## src/rtl/mem_stage_pkg.sv

```systemverilog
package mem_stage_pkg;

    // Register data, memory data and byte addresses all share this width
    typedef logic [31:0] word_t;

    typedef logic [3:0] byte_mask_t;  // Bit k enables byte lane k

    // Load modes decoded from the instruction
    typedef enum logic [2:0] {
        MEM_READ_NONE,
        MEM_READ_BYTE,
        MEM_READ_UNSIGN_BYTE,
        MEM_READ_HALF,
        MEM_READ_UNSIGN_HALF,
        MEM_READ_WORD,
        MEM_READ_LWL,
        MEM_READ_LWR
    } mem_read_t;

    // Store modes; SWL and SWR write only part of the word
    typedef enum logic [2:0] {
        MEM_WRITE_NONE,
        MEM_WRITE_BYTE,
        MEM_WRITE_HALF,
        MEM_WRITE_WORD,
        MEM_WRITE_SWL,
        MEM_WRITE_SWR
    } mem_write_t;

endpackage

```

## src/rtl/stage_memory_load_store.sv

```systemverilog
`timescale 1ns/1ps

module stage_memory_load_store import mem_stage_pkg::*; (
    input  mem_read_t  read_mode,
    input  mem_write_t write_mode,
    input  logic       write_mem,
    input  word_t      data_in,
    input  word_t      addr_in,
    input  word_t      mem_dout,
    output logic       mem_write,
    output byte_mask_t mem_mask,
    output word_t      mem_din,
    output word_t      data_out,
    output logic       address_error
);

    logic [1:0]  byte_index;
    logic [7:0]  sel_byte;
    logic [15:0] sel_half;
    logic        half_access;
    logic        word_access;
    word_t       lwl_keep;
    word_t       lwr_keep;

    assign mem_write  = write_mem;
    assign byte_index = addr_in[1:0];

    // Lanes picked out of the memory word for the narrow loads
    assign sel_byte = mem_dout[{byte_index, 3'b000} +: 8];
    assign sel_half = mem_dout[{byte_index[1], 4'b0000} +: 16];

    // Register bytes that survive the merge
    assign lwl_keep = 32'h00ff_ffff >> {byte_index, 3'b000};
    assign lwr_keep = ~(32'hffff_ffff >> {byte_index, 3'b000});

    assign half_access = (read_mode inside {MEM_READ_HALF, MEM_READ_UNSIGN_HALF})
                         || (write_mode == MEM_WRITE_HALF);
    assign word_access = (read_mode == MEM_READ_WORD) || (write_mode == MEM_WRITE_WORD);

    assign address_error = (half_access && byte_index[0]) || (word_access && (|byte_index));

    always_comb begin
        data_out = '0;
        if (!address_error) begin
            case (read_mode)
                MEM_READ_BYTE:        data_out = {{24{sel_byte[7]}}, sel_byte};
                MEM_READ_UNSIGN_BYTE: data_out = {24'h0, sel_byte};
                MEM_READ_HALF:        data_out = {{16{sel_half[15]}}, sel_half};
                MEM_READ_UNSIGN_HALF: data_out = {16'h0, sel_half};
                MEM_READ_WORD:        data_out = mem_dout;
                MEM_READ_LWL: begin
                    // Low memory bytes land in the top of the register
                    data_out = (data_in & lwl_keep) | (mem_dout << {~byte_index, 3'b000});
                end
                MEM_READ_LWR: begin
                    data_out = (data_in & lwr_keep) | (mem_dout >> {byte_index, 3'b000});
                end
                default:              data_out = '0;
            endcase
        end
    end

    always_comb begin
        case (write_mode)
            MEM_WRITE_BYTE: begin
                mem_mask = 4'b0001 << byte_index;
                mem_din  = data_in << {byte_index, 3'b000};
            end
            MEM_WRITE_HALF: begin
                mem_mask = 4'b0011 << {byte_index[1], 1'b0};
                mem_din  = data_in << {byte_index[1], 4'b0000};
            end
            MEM_WRITE_WORD: begin
                mem_mask = 4'b1111;
                mem_din  = data_in;
            end
            MEM_WRITE_SWL: begin
                // Top register bytes go to memory bytes 0 up to the index
                mem_mask = 4'b1111 >> ~byte_index;
                mem_din  = data_in >> {~byte_index, 3'b000};
            end
            MEM_WRITE_SWR: begin
                mem_mask = 4'b1111 << byte_index;
                mem_din  = data_in << {byte_index, 3'b000};
            end
            default: begin
                mem_mask = '0;
                mem_din  = '0;
            end
        endcase
    end

    // The controller must already have blocked the write of a misaligned store
    a_no_write_on_error: assert property (@(posedge mem_write) !address_error)
        else $error("memory write issued for a misaligned access");

endmodule

```

## config.mk

```make
export PLATFORM = sky130hd
export DESIGN_NAME = stage_memory_load_store
export DESIGN_NICKNAME = d
export VERILOG_FILES = /design/src/rtl/mem_stage_pkg.sv /design/src/rtl/stage_memory_load_store.sv
export SDC_FILE = /design/constraint.sdc
export NUM_CORES = 1
export LEC_CHECK = 0
export ABC_AREA = 1
export BUFFER_PORTS_ARGS = -buffer_cell sky130_fd_sc_hd__buf_2
export CORE_ASPECT_RATIO = 0.5
export CORE_MARGIN = 8
export CORE_UTILIZATION = 30
export DETAILED_ROUTE_END_ITERATION = 6
export GPL_TIMING_DRIVEN = 0
export PLACE_DENSITY_LB_ADDON = 0.25
export SYNTH_ARGS = -nofsm -noshare
export SYNTH_HDL_FRONTEND = slang
export SYNTH_SLANG_ARGS = --single-unit
export TNS_END_PERCENT = 10
```

## constraint.sdc

```tcl
create_clock -name vclk -period 1.15
set_clock_uncertainty 0.05 [all_clocks]
set_input_delay 0.1725 -clock vclk [all_inputs]
set_output_delay 0.1725 -clock vclk [all_outputs]
set_load 0.03 [all_outputs]
```

==> metrics.cfg <==
[run_status]
status=finished, violations left
violations=setup timing

[min_path]
holdCritStartpoint=write_mem
whs_path_depth=2
holdPathEnd=mem_write
hold_path.class=in2out

[synth]
syn_nets=923
synthCells=820
ys_seq_area_share_pct=0
syn_area_um2=3930
ys_types=31
avgSynthCellArea_um2=4.79
synth_top_area_share_pct=26.6
synth_top_cell_by_area=nand2_1
yosys-top-cells-area=nand2_1 (27%), nand3_1 (20%), o21ai_0 (8.7%), nor2_1 (8.4%), inv_1 (6.1%)
yosys_warnings=0

[grt]
grt_max_degree=12
track_usage_pct=25.9
grt_pass1_vias=6247
overflow=0
antenna_found_initial=0
grt_pass1_wl_mm=36.0

[sta]
setup_slack_ns=-0.481
max_clock_freq_mhz=613
holdWs_ns=0.548
fin_crit_sh_pct=142
worst_pin_slew_ns=0.350
max_slew_margin_pct=76.6
hold_viol=0
slew_viol_final=0
tns_ns=-28.75
rsz0062_at_grt=true
setup_viol=69
min_period_ns=1.63

[floorplanning]
core_area_um2=12700
die_area_um2=17200
rows=29
die_y_um=96.9
die-width_um=178
start_util_pct=30.9
ios=173

[critical_path]
end_kind=primary output
critPathKind=in2out
start_kind=primary input
worstPathMaxFanout=10
crit_required_ns=0.93
arrival_ns=1.41

[cts]
holdBufCountCts=0

[placed_design]
place_inst=1128
placed_area_um2=5040
globalplace.congestion=0.990
port_buffers=138
hpwl_mm=18.1

[finish]
n_antenna_cell=0
area_growth_pct=58.5
drive_gt1_share_pct=37.0
regArea_um2=0
n_fill_cell=1378
seq_cell_count=0
clock_buffers=0
final_cells=1157
final_area_um2=6230
nets=1092

[power_and_ir_drop]
peakVddDrop_v=0.000298
powerDensity_nw_per_um2=558
p_leak_nw=3.19
finalPower_w=0.00348

[run]
drv_cap=0

[route]
antenna_left=0
drt_pass1_iterations=7
num_vias=6611
drc=0
drt-initial-drc-count=1059
vias_per_cell=5.71
wirelength_mm=24.3
wl_per_cell_um=21.0

## final cells by class
type | instances | area (um^2) | area share, %
multi-input combinational | 694 | 3820 | 61.3
timing repair buffer | 166 | 1210 | 19.4
buffer | 53 | 656 | 10.5
inverter | 74 | 335 | 5.38
tap | 170 | 213 | 3.41
## worst max-delay path, stage by stage
cell,delay [ns]
buf_6,0.14
nand2_2,0.15
buf_6,0.19
nand2_1,0.11
nand2_1,0.11
a21oi_1,0.15
nand3_1,0.10
nand2_1,0.08
inv_1,0.04
buf_4,0.16
## how the worst max path moves through the flow
stage,startpoint,slack (ns),end,depth (start not counted)
global route,write_mode[1],-0.52,data_out[10],10
finish,addr_in[0],-0.48,data_out[3],10
global placement,addr_in[1],-0.78,data_out[8],10
detailed placement,addr_in[1],-0.77,data_out[8],10
floorplan,write_mode[1],-0.33,mem_din[15],9
CTS,addr_in[1],-0.49,data_out[15],12
## metal layers
layer  GRT usage [%]  vias up  routed length (um)
met3            5.90       82                3510
met1            37.6     2934               10400
met4            4.65        0                 537
met2            37.8      535                9920
met5               0        -                   0
li1                -     3060                   -
## synth_stat cells (all sizes together)
cell type	number
o22ai	4
nand3b	1
a21oi	29
nand3	162
o211ai	31
o21ai	76
inv	73
a22oi	5
clkinv	1
nand2	289
buf	50
clkbuf	3
nor2	94
nand4	2
## layout by cell type, fill, tap and decap left out, types with 2 or more instances in the layout
cell type  netlist  layout
clkbuf_16        0       2
nand3_4          0       2
inv_4            2       3
o21ai_1          8      20
inv_1           64      56
buf_6            9      44
a21oi_4          0       3
inv_8            0       4
nand2_2          7      14
o211ai_2         8       8
clkbuf_2         1       2
nor2_4           3      32
inv_6            0       3
a21oi_2          2       4
nand3_1        157     142
o21ai_2          0      17
nand2_4          3       6
buf_8            1       8
o211ai_1        23      23
buf_2           23      77
nand3_2          5      18
nor2_1          88      46
a21oi_1         27      22
o22ai_1          4       3
clkbuf_4         0       7
nand2_8          0       2
buf_12           1      12
nand2_1        279     267
inv_2            7       7
o21ai_0         68      38
nor2_2           2      16
buf_4           16      66
a22oi_1          5       4
## cell families (layout without fill, tap and decap cells)
logic type | Yosys count | after routing | synth area share (%)
AO/OA/AOI/OAI | 145 | 145 | 22.1
buffers and inverters | 127 | 293 | 17.0
AND/OR/NAND/NOR | 548 | 549 | 60.9
## through the flow
step,utilization [%],worst slack (ns)
detailed placement,39.6,-0.775
global route,48.9,-0.518
global placement,39.6,-0.778
finish,48.9,-0.481
CTS,46.3,-0.491
floorplan,-,-0.329
## what timing repair did
item | in CTS | in global routing
cloned | 4 | 2
setup buffers | 19 | 4
setup endpoints to repair | 69 | 69
pin swaps | 16 | 17
gates resized for setup | 217 | 74
## power breakdown
| part | switching, W | internal, W | total [W] |
|---|---|---|---|
| combinational | 0.00224 | 0.00124 | 0.00348 |
| sequential | 0 | 0 | 0 |
| clock | 0 | 0 | 0 |
| total | 0.00224 | 0.00124 | 0.00348 |
(Power assumes the default switching activity.)
