**config.mk**
```make
export PLATFORM = sky130hd
export DESIGN_NAME = mem_access_ctrl
export DESIGN_NICKNAME = d
export VERILOG_FILES = /design/src/rtl/mem_stage_pkg.sv /design/src/rtl/mem_access_ctrl.sv
export SDC_FILE = /design/constraint.sdc
export NUM_CORES = 1
export LEC_CHECK = 0
export BUFFER_PORTS_ARGS = -buffer_cell sky130_fd_sc_hd__buf_4
export CORE_MARGIN = 5
export CORE_UTILIZATION = 37
export CTS_CLUSTER_SIZE = 25
export DETAILED_ROUTE_END_ITERATION = 16
export PLACE_DENSITY_LB_ADDON = 0.3
export SLEW_MARGIN = 15
export SYNTH_ARGS = -nofsm -noshare
export SYNTH_HDL_FRONTEND = slang
export SYNTH_SLANG_ARGS = --single-unit
```
**constraint.sdc**
```tcl
create_clock -name clk -period 1.2 [get_ports clk]
set_input_delay 0.24 -clock clk [delete_from_list [all_inputs] [get_ports clk]]
set_output_delay 0.24 -clock clk [all_outputs]
set_load 0.02 [all_outputs]
```
**src/rtl/mem_stage_pkg.sv**
```systemverilog
package mem_stage_pkg;

    // Register data, memory data and byte addresses all share this width
    typedef logic [31:0] word_t;

    typedef logic [3:0] byte_mask_t;  // Bit k enables byte lane k

    // Load modes decoded from the instruction
    typedef enum logic [2:0] {
        MEM_READ_NONE,
        MEM_READ_BYTE,
        MEM_READ_UNSIGN_BYTE,
        MEM_READ_HALF,
        MEM_READ_UNSIGN_HALF,
        MEM_READ_WORD,
        MEM_READ_LWL,
        MEM_READ_LWR
    } mem_read_t;

    // Store modes; SWL and SWR write only part of the word
    typedef enum logic [2:0] {
        MEM_WRITE_NONE,
        MEM_WRITE_BYTE,
        MEM_WRITE_HALF,
        MEM_WRITE_WORD,
        MEM_WRITE_SWL,
        MEM_WRITE_SWR
    } mem_write_t;

endpackage

```
**src/rtl/mem_access_ctrl.sv**
```systemverilog
`timescale 1ns/1ps

module mem_access_ctrl import mem_stage_pkg::*; #(
    parameter int ADDR_WIDTH = 8
) (
    input  logic                  clk,
    input  logic                  reset,
    input  logic                  start,
    input  mem_read_t             read_mode,
    input  mem_write_t            write_mode,
    input  word_t                 addr,
    input  word_t                 data,
    input  logic                  address_error,
    output mem_read_t             cmd_read_mode,
    output mem_write_t            cmd_write_mode,
    output word_t                 cmd_addr,
    output word_t                 cmd_data,
    output logic [ADDR_WIDTH-1:0] mem_addr,
    output logic                  write_mem,
    output logic                  done
);

    typedef enum logic [1:0] {
        IDLE,
        READ,
        FINISH
    } state_t;

    state_t state;
    logic   accept;

    assign accept = (state == IDLE) && start;  // Starts in READ or FINISH are dropped

    // Word address; upper address bits wrap
    assign mem_addr = cmd_addr[ADDR_WIDTH+1:2];

    always_ff @(posedge clk) begin
        if (reset) begin
            state          <= IDLE;
            done           <= 1'b0;
            write_mem      <= 1'b0;
            cmd_read_mode  <= MEM_READ_NONE;
            cmd_write_mode <= MEM_WRITE_NONE;
        end else begin
            done      <= 1'b0;
            write_mem <= 1'b0;
            case (state)
                IDLE: begin
                    if (accept) begin
                        cmd_read_mode  <= read_mode;
                        cmd_write_mode <= write_mode;
                        state          <= READ;
                    end
                end
                READ: begin
                    // Alignment is already known from the captured command
                    state     <= FINISH;
                    done      <= 1'b1;
                    write_mem <= (cmd_write_mode != MEM_WRITE_NONE) && !address_error;
                end
                FINISH: state <= IDLE;
                default: state <= IDLE;
            endcase
        end
    end

    always_ff @(posedge clk) begin
        if (accept) begin
            cmd_addr <= addr;
            cmd_data <= data;
        end
    end

    a_done_single: assert property (@(posedge clk) disable iff (reset) done |=> !done)
        else $error("done held for more than one cycle");

    a_write_in_finish: assert property (
        @(posedge clk) disable iff (reset) write_mem |-> (state == FINISH)
    ) else $error("write_mem raised outside FINISH");

endmodule

```
==> key figures, run 1 <==
Hold path
  • Hold WC Path Type: in2reg

GRT
  • Largest net degree at the start of global routing: 27
  • Number of global-route vias before repair: 1693
  • First-pass GRT wire length: 8728 um
  • Initial antenna violation count: 0
  • Gr usage total: 13.86%
  • GRT overflow: 0

Layout
  • Fin cells: 350
  • Most frequent cells in the layout: buf_4, edfxtp_1, nand2b_1
  • Final nets: 343
  • Most common cell after layout, fill and taps aside: buf_4
  • ANT cells: 0
  • Layout cell share with drive strength beyond 1: 64.47%
  • Final core utilization: 60.32%
  • Synth-to-Final Area Change: 59.29%

Synthesis
  • Syn Inst Count: 108
  • Synthesis-stage register bit count: 74
  • Post-Syn Area: 0.002391 mm^2
  • Number of library cell types mapped by synthesis: 11
  • Share of the synthesized area in the top cell type: 80.38%
  • Leading area contributor after synthesis: edfxtp_1
  • Synth area leaders: edfxtp_1, dfxtp_1, nand2b_1
  • Mapped Nets: 182
  • Register area share after synthesis: 88.75%
  • Post-Syn Area per Cell: 22.14 um^2
  • Ys Warns: 0

Drt
  • TritonRoute pass-1 iters: 4
  • Detailed-route wire length: 5535 um
  • Final ANT Viol Nets: 0
  • Via Count: 1541
  • Initial DRC count: 55
  • Remaining DRCs: 0
  • DR vias/cell: 4.403
  • WL per Instance: 15.81 um

Setup path
  • Critical path's slowest cell: dfxtp_2
  • Worst path required time: 1.24 ns
  • Buf+Inv Stages, Crit Path: 2
  • Critical path class: reg2reg
  • Crit-path max cell delay: 0.34 ns
  • Worst Setup End Kind: flop
  • Worst-path cell chain: nor3b_4, buf_6, buf_12
  • Cell family with most CP delay: flip-flops
  • Critical Path Fanout Max: 19
  • Element type at the critical path start: flop
  • CP arrival: 1.23 ns

Timing
  • Minimum clock period: 1.188 ns
  • Final setup violation count: 0
  • Period utilization: 99.00%
  • Count of pins over their slew limit: 0
  • Highest Clock Rate: 0.8417 GHz
  • Final hold violation count: 0
  • Final Skew: 0.004142 ns
  • Worst slew margin: 84.85%
  • Worst Max-Slew Pin Slew: 0.2255 ns
  • TNS Setup: 0 ns
  • Unrepaired setup endpoints after global routing: yes

Floorplanning
  • Top Ports: 154
  • Die height: 90.39 um
  • CORE AREA: 0.006314 mm^2
  • Row cnt: 29
  • Die Footprint: 0.008170 mm^2
  • Initial Utilization: 37.87%
  • DIE WIDTH: 90.39 um

Placement
  • Detail Placement HPWL: 4432 um
  • RePlAce Congestion: 0.7064
  • Placed cells: 335
  • Port bufs: 153

Clock network
  • # H-tree levels: 3
  • Clock Tree Buf Depth: 2
  • TritonCTS buffer count: 9
  • Root Driver: clkbuf_8
  • CTS tree: yes
  • Clk_lat worst skew: 0.33 ns
  • Clock slew at reported path FFs: 0.07 ns
  • # clock sinks: 74

Job
  • Max Cap Viol: 0

Pwr
  • Leak Pwr: 1.628 nW
  • Max IR drop VDD: 0.0008436 V
  • Power Density: 1412 mW/mm^2
  • Power Total: 5.376 mW

Status
  • Status: finished clean
## cells by family after synthesis
| group | after synthesis | share of synthesized area (%) |
|---|---|---|
| simple gates | 18 | 5.547 |
| buf+inv | 10 | 3.192 |
| flops | 74 | 88.75 |
| mux | 6 | 2.512 |
## routing by layer
metal	share of wire [%]	global-route usage, %	wire length, um	vias to the layer above
li1	-	-	-	717
met1	37	15.05	2029	707
met2	47	21.28	2594	108
met3	15	8.417	812	9
met4	1.8	6.824	98	0
met5	0	0	0	-
## layout make-up
class / instances / area, um^2
timing repair buffer: 160 / 1237
tap: 77 / 96.34
clock buffer: 11 / 131.4
multi-input combinational: 24 / 198.9
clock inverter: 4 / 20.02
fill: 505 / 2505
sequential: 74 / 2125
## report_power, final
part           total [mW]  internal [mW]  switching (mW)  leakage [nW]
clock network        1.52          0.723           0.798        0.0743
logic               0.814          0.413           0.401         0.858
registers            3.04           2.99          0.0552         0.696
total                5.38           4.12            1.25          1.63
## path summary, 6_finish.rpt
kind / from / end / slack, ns / depth (start not counted)
setup / recovery: state[0]$_SDFFE_PP0P_ / cmd_addr[20]$_DFFE_PP_ / 0.01 / 3
hold / removal: address_error / write_mem$_SDFF_PP0_ / 0.08 / 2
setup reg to reg: state[0]$_SDFFE_PP0P_ / cmd_addr[20]$_DFFE_PP_ / 0.01 / 3
hold reg to reg: cmd_read_mode[0]$_SDFFE_PP0P_ / cmd_read_mode[0]$_SDFFE_PP0P_ / 0.47 / 2
## through the flow
step / worst slack, ns / hold slack [ns] / instance area (um^2)
floorplan: 0.01151 / 0.3095 / 2400
global placement: -0.009378 / 0.4086 / 3643
detailed placement: -0.01603 / 0.4101 / 3643
CTS: 0.01317 / 0.05388 / 3802
global route: -0.03060 / 0.04941 / 3809
finish: 0.01196 / 0.07824 / 3809
## Yosys cell counts (all sizes together)
master and count:
buf 10, and2b 1, dfxtp 10, edfxtp 64
nor3 1, nand2b 12, nor3b 4, mux2i 6
## registers in the layout (all words and copies together), names as in the netlist
name and cells:
cmd_read_mode 3, cmd_data 32, write_mem 1, done 1, state 2, cmd_write_mode 3
cmd_addr 32
## what timing repair did
item                       CTS  global route
pin swaps                    0             0
setup endpoints to repair   26            68
hold buffers                 0             0
buffers inserted             0             0
gates resized for setup      2             3
Note: power is estimated with default switching activity, not from simulation.
==> inputs of run 2 (changes only) <==
Settings changed: CORE_ASPECT_RATIO set to 0.7, PLACE_DENSITY_LB_ADDON 0.3 to 0.05.
==> run 2 against run 1 <==
Effect of this change: clock skew grew 0.0036 ns; sequential share of layout area shrank 0.77 points; die area grew 0.30%; via count shrank 0.45%; maximum frequency grew 0.27%; first-iteration DRC count shrank 35%; count of clock-buffer cells in the layout is the same; critical path type unchanged; combinational power grew 5.3%; largest power group unchanged; utilization grew 1.4 points; clock power is essentially flat; worst setup slack gained 0.0032 ns.
==> key figures, run 2 (synthesis results as in run 1) <==
Status
  • Status: finished clean

Floorplanning
  • Initial Utilization: 38.28% (+0.41 points)
  • Die height: 77.26 um (-15%)
  • DIE WIDTH: 106.1 um (+17%)
  • Row cnt: 24 (-17%)
  • Die Footprint: 0.008195 mm^2 (+0.30%)
  • Top Ports: 154 (unchanged)
  • CORE AREA: 0.006246 mm^2 (-1.1%)

Drt
  • Remaining DRCs: 0 (unchanged)
  • WL per Instance: 16.54 um (+4.6%)
  • Final ANT Viol Nets: 0 (unchanged)
  • TritonRoute pass-1 iters: 2 (-2)
  • Initial DRC count: 36 (-35%)
  • Detailed-route wire length: 5855 um (+5.8%)
  • DR vias/cell: 4.333 (-1.6%)
  • Via Count: 1534 (-0.45%)

Setup path
  • Worst Setup End Kind: flop
  • Cell family with most CP delay: flip-flops
  • Reg2reg start: state[0]$_SDFFE_PP0P_
  • Critical path class: reg2reg
  • Buf+Inv Stages, Crit Path: 2 (unchanged)
  • CP startpoint: state[0]$_SDFFE_PP0P_
  • Critical path's slowest cell: dfxtp_1
  • Element type at the critical path start: flop
  • Worst-path cell chain: nor3b_4, buf_4, clkbuf_16
  • Crit-path max cell delay: 0.34 ns (about the same)
  • CP arrival: 1.24 ns (about the same)
  • Worst path required time: 1.25 ns (about the same)
  • Critical Path Fanout Max: 11 (-8)

Pwr
  • Power Density: 1409 mW/mm^2 (-0.17%)
  • Max IR drop VDD: 0.0007258 V (-14%)
  • Logic pwr share: 15.8% (+0.7 points)
  • Power share of the clock group: 28.3% (about the same)
  • Power Total: 5.436 mW (+1.1%)
  • Net Sw Frac: 23.76% (+0.44 points)
  • Reg power frac: 55.9% (-0.7 points)
  • Leak Pwr: 1.654 nW (+1.6%)
  • Int Power: 4.145 mW (+0.53%)
  • Switch Pwr: 1.292 mW (+3.0%)

Timing
  • Unrepaired setup endpoints after global routing: yes
  • Setup ws final: 0.01514 ns (+0.003180 ns)
  • Minimum clock period: 1.185 ns (-0.003180 ns)
  • Final hold violation count: 0 (unchanged)
  • Period utilization: 98.74% (-0.26 points)
  • Count of pins over their slew limit: 0 (unchanged)
  • Worst Max-Slew Pin Slew: 0.2180 ns (-0.007537 ns)
  • Final setup violation count: 0 (unchanged)
  • Worst slew margin: 85.36% (+0.51 points)
  • Final Skew: 0.007720 ns (+0.003578 ns)
  • Highest Clock Rate: 0.8440 GHz (+0.27%)
  • TNS Setup: 0 ns (unchanged)

GRT
  • Initial antenna violation count: 0 (unchanged)
  • Largest net degree at the start of global routing: 45 (+67%)
  • Number of global-route vias before repair: 1622 (-4.2%)
  • Gr usage total: 13.78% (-0.075 points)
  • First-pass GRT wire length: 8418 um (-3.6%)
  • GRT overflow: 0 (unchanged)

Layout
  • Synth-to-Final Area Change: 61.33%
  • Layout cell share with drive strength beyond 1: 64.13% (-0.34 points)
  • ANT cells: 0 (unchanged)
  • Final core utilization: 61.76% (+1.4 points)
  • Final nets: 346 (+0.87%)
  • Largest registers: cmd_addr (32), cmd_data (32)
  • Most frequent cells in the layout: buf_4, edfxtp_1, nand2b_1
  • Most common cell after layout, fill and taps aside: buf_4

Placement
  • RePlAce Congestion: 0.6802 (-3.7%)
  • Port bufs: 153 (unchanged)
  • Pre-CTS setup slack: -0.01158 ns (+0.004449 ns)
  • Detail Placement HPWL: 4270 um (-3.7%)

Clock network
  • # H-tree levels: 3 (unchanged)
  • Root Driver: clkbuf_8
  • # clock sinks: 74 (unchanged)
  • Clock Tree Buf Depth: 2 (unchanged)
  • TritonCTS buffer count: 9 (unchanged)
  • Clk_lat worst skew: 0.33 ns (about the same)
  • Hold buffers post-CTS: 0 (unchanged)
  • CTS tree: yes
  • Post_cts resized: 0 (-2)
  • Clock slew at reported path FFs: 0.07 ns (about the same)

Hold path
  • Hold_sp: address_error
  • Hold WC Path Type: in2reg

Job
  • Max Cap Viol: 0 (unchanged)
-- run 2: cell types whose count changed in the layout (fill, tap and decap cells not counted) --
cell / change
buf_4: +3
dfxtp_1: +2
buf_6: -2
clkbuf_16: +2
dfxtp_2: -2
-- run 2: cell type report --
type	instances	area, um^2
sequential	74	2122
multi-input combinational	24	198.9
fill	493	2389
timing repair buffer	163	1287
clock inverter	4	20.02
tap	78	97.59
clock buffer	11	131.4
-- run 2: worst paths after layout --
| kind | to | slack (ns) | cells after the start |
|---|---|---|---|
| setup / recovery | cmd_data[19]$_DFFE_PP_ | 0.02 | 3 |
| hold / removal | write_mem$_SDFF_PP0_ | 0.07 | 2 |
| setup reg to reg | cmd_data[19]$_DFFE_PP_ | 0.02 | 3 |
| hold reg to reg | cmd_read_mode[1]$_SDFFE_PP0P_ | 0.48 | 2 |
-- run 2: power by group through the flow --
stage	Sequential [mW]	Combinational, mW	Clock [mW]
6_report	3.04	0.857	1.54
5_1_grt	3.06	0.907	1.72
4_1_cts	3.04	0.818	1.60
3_5_place_dp	3.10	0.819	0
3_3_place_gp	3.09	0.814	0
2_1_floorplan	3.29	0.150	0
-- run 2: metrics by stage --
step           cells  instance area, um^2  hold WS [ns]
3_3_place_gp     334                 3630        0.4046
2_1_floorplan    108                 2400        0.3095
4_1_cts          349                 3781       0.04119
3_5_place_dp     334                 3630        0.4081
6_report         354                 3857       0.06566
5_1_grt          354                 3857       0.03976
-- run 2: timing repair --
action	4_1_cts	5_1_grt
endpoints found under the hold margin	0	0
pin swaps	1	1
endpoints found under the setup margin	45	83
buffers inserted	0	2
cloned	0	3
-- run 2: metal layers --
| layer | wire (um) | global-route usage (%) |
|---|---|---|
| met3 | 799 | 10.07 |
| met4 | 65 | 4.657 |
| met2 | 2846 | 22.46 |
| met5 | 0 | 0 |
| met1 | 2143 | 13.76 |
==> inputs of run 3 (changes only) <==
Settings changed: CELL_PAD_IN_SITES_DETAIL_PLACEMENT set to 1, CELL_PAD_IN_SITES_GLOBAL_PLACEMENT set to 1, CORE_UTILIZATION 37 to 32.
Clock period 1.2 ns to 1.1 ns, I/O delays scaled along.
==> run 3 against run 2 <==
Effect of this change: the flow now finishes with violations (setup timing); power is 24% higher; worst hold slack got worse by 0.023 ns; flip-flop and latch count unchanged; sequential share of layout area decreased by 6.4 points; combinational power increased by 32%; count of clock-buffer cells in the layout is 2 lower; critical path type unchanged.
==> key figures, run 3 (synthesis results as in run 1) <==
Status
  • Status: finished with violations
  • Failing checks: setup timing

GRT
  • M3 GR Usage: 8.376% (-1.7 points)
  • GRT overflow: 0 (unchanged)
  • Largest net degree at the start of global routing: 19 (-58%)
  • First-pass GRT wire length: 9211 um (+9.4%)
  • Met1 Use GR: 14.61% (+0.85 points)
  • Initial antenna violation count: 0 (unchanged)
  • GRT Max-Usage Layer: met2
  • Gr usage total: 13.60% (-0.18 points)
  • Number of global-route vias before repair: 1661 (+2.4%)
  • Grt met2 use: 22.40% (-0.056 points)

Setup path
  • Worst path required time: 1.15 ns (-0.10 ns)
  • CP startpoint: state[1]$_SDFFE_PP0P_
  • CP arrival: 1.28 ns (+0.04 ns)
  • Worst Setup End Kind: flop
  • Critical path class: reg2reg
  • Critical Path Fanout Max: 9 (-2)
  • Reg2reg start: state[1]$_SDFFE_PP0P_
  • Element type at the critical path start: flop

Pwr
  • Int Power: 5.192 mW (+25%)
  • Max IR drop VDD: 0.0009864 V (+36%)
  • Switch Pwr: 1.525 mW (+18%)
  • Power Density: 1534 mW/mm^2 (+8.9%)
  • Logic pwr share: 16.8% (+1.0 points)
  • Power share of the clock group: 33.3% (+5.0 points)
  • Power Total: 6.718 mW (+24%)
  • Net Sw Frac: 22.71% (-1.1 points)
  • Reg power frac: 49.9% (-6.0 points)
  • Leak Pwr: 1.841 nW (+11%)

Clock network
  • Clk_lat worst skew: 0.33 ns (about the same)
  • Hold buffers post-CTS: 0 (unchanged)
  • Root Driver: clkbuf_8
  • # H-tree levels: 3 (unchanged)
  • # clock sinks: 74 (unchanged)
  • CTS tree: yes
  • Clock slew at reported path FFs: 0.07 ns (about the same)
  • Clock Tree Buf Depth: 2 (unchanged)
  • TritonCTS buffer count: 9 (unchanged)

Timing
  • Worst slew margin: 83.81% (-1.5 points)
  • Final Skew: 0.004533 ns (-0.003188 ns)
  • Setup ws final: -0.1315 ns (-0.1467 ns)
  • Period utilization: 112.0% (+13 points)
  • Final hold violation count: 0 (unchanged)
  • Highest Clock Rate: 0.8120 GHz (-3.8%)
  • TNS Setup: -8.067 ns (-8.067 ns)
  • Worst Max-Slew Pin Slew: 0.2409 ns (+0.02298 ns)
  • Minimum clock period: 1.232 ns (+0.04666 ns)
  • Unrepaired setup endpoints after global routing: yes
  • Count of pins over their slew limit: 0 (unchanged)
  • Final hold slack: 0.04235 ns (-0.02331 ns)
  • Final setup violation count: 90 (+90)

Floorplanning
  • CORE AREA: 0.007287 mm^2 (+17%)
  • Die height: 82.32 um (+6.6%)
  • Row cnt: 26 (+8.3%)
  • DIE WIDTH: 113.3 um (+6.8%)
  • Initial Utilization: 32.81% (-5.5 points)
  • Top Ports: 154 (unchanged)
  • Die Footprint: 0.009328 mm^2 (+14%)

Layout
  • Area taken by multi-input logic gates: 198.9 um^2 (unchanged)
  • ANT cells: 0 (unchanged)
  • Storage cell area: 0.002130 mm^2 (+0.35%)
  • Layout cell share with drive strength beyond 1: 67.62% (+3.5 points)
  • Final nets: 350 (+1.2%)
  • Most frequent cells in the layout: buf_4, buf_6, edfxtp_1
  • Fill count: 659 (+34%)
  • Synth-to-Final Area Change: 83.10%
  • Most common cell after layout, fill and taps aside: buf_4
  • Final core utilization: 60.08% (-1.7 points)
  • Largest registers: cmd_addr (32), cmd_data (32)

Placement
  • RePlAce Congestion: 0.7446 (+9.5%)
  • Pre-CTS setup slack: -0.1352 ns (-0.1237 ns)
  • Port bufs: 153 (unchanged)

Drt
  • Detailed-route wire length: 6238 um (+6.5%)
  • Via Count: 1556 (+1.4%)
  • Remaining DRCs: 0 (unchanged)
  • TritonRoute pass-1 iters: 2 (unchanged)
  • Final ANT Viol Nets: 0 (unchanged)
  • Initial DRC count: 38 (+5.6%)
  • WL per Instance: 16.46 um (-0.49%)
  • DR vias/cell: 4.106 (-5.3%)

Hold path
  • Hold_sp: address_error
  • Hold WC Path Type: in2reg

Job
  • Max Cap Viol: 0 (unchanged)
run 3: cell types whose count changed in the layout (fill, tap and decap cells not counted):
cell	before	now
bufinv_16	0	2
buf_6	1	73
buf_16	0	4
clkbuf_16	2	3
clkinv_2	1	0
clkinv_4	0	1
dfxtp_1	10	4
buf_4	158	83
dfxtp_2	0	6
buf_12	2	4
inv_6	0	1
clkbuf_1	2	0
run 3: final timing paths:
| path | endpoint | slack (ns) | depth (start not counted) |
|---|---|---|---|
| hold reg to reg | cmd_read_mode[0]$_SDFFE_PP0P_ | 0.48 | 2 |
| hold / removal | write_mem$_SDFF_PP0_ | 0.04 | 2 |
| setup / recovery | cmd_data[25]$_DFFE_PP_ | -0.13 | 4 |
| setup reg to reg | cmd_data[25]$_DFFE_PP_ | -0.13 | 4 |
run 3: power by group through the flow:
stage / clock network [mW] / logic, mW / registers [mW]
5_1_grt: 2.47 / 1.19 / 3.37
2_1_floorplan: 0 / 0.163 / 3.59
3_5_place_dp: 0 / 0.886 / 3.38
4_1_cts: 2.33 / 1.10 / 3.35
3_3_place_gp: 0 / 0.877 / 3.38
6_report: 2.23 / 1.13 / 3.35
run 3: what timing repair did:
| action | in CTS | in global routing |
|---|---|---|
| setup endpoints to repair | 144 | 147 |
| gates resized for setup | 78 | 4 |
| buffers inserted | 4 | 0 |
| cloned | 4 | 3 |
| pin swaps | 1 | 0 |
run 3: worst max-delay path, stage by stage (launching register included):
cell and delay [ns]:
dfxtp_2 0.34, nor3b_4 0.19, buf_6 0.14, buf_12 0.13
clkbuf_16 0.15
run 3: through the flow:
step | area, um^2 | instances
finish | 4378 | 379
global route | 4378 | 379
floorplan | 2401 | 108
global placement | 3641 | 352
detailed placement | 3641 | 352
CTS | 4295 | 376
run 3: area by class of cell:
type	count	share of cell area, %
flip-flops and latches	74	48.64
well taps	98	2.801
clock inverters	7	2.115
repair buffers	167	39.07
multi-input cells	24	4.544
clock buffers	9	2.829
run 3: routing by layer:
metal	routed length (um)	vias to the layer above
met5	0	-
met4	61	0
met1	2312	726
met2	3134	94
met3	730	7
li1	-	729
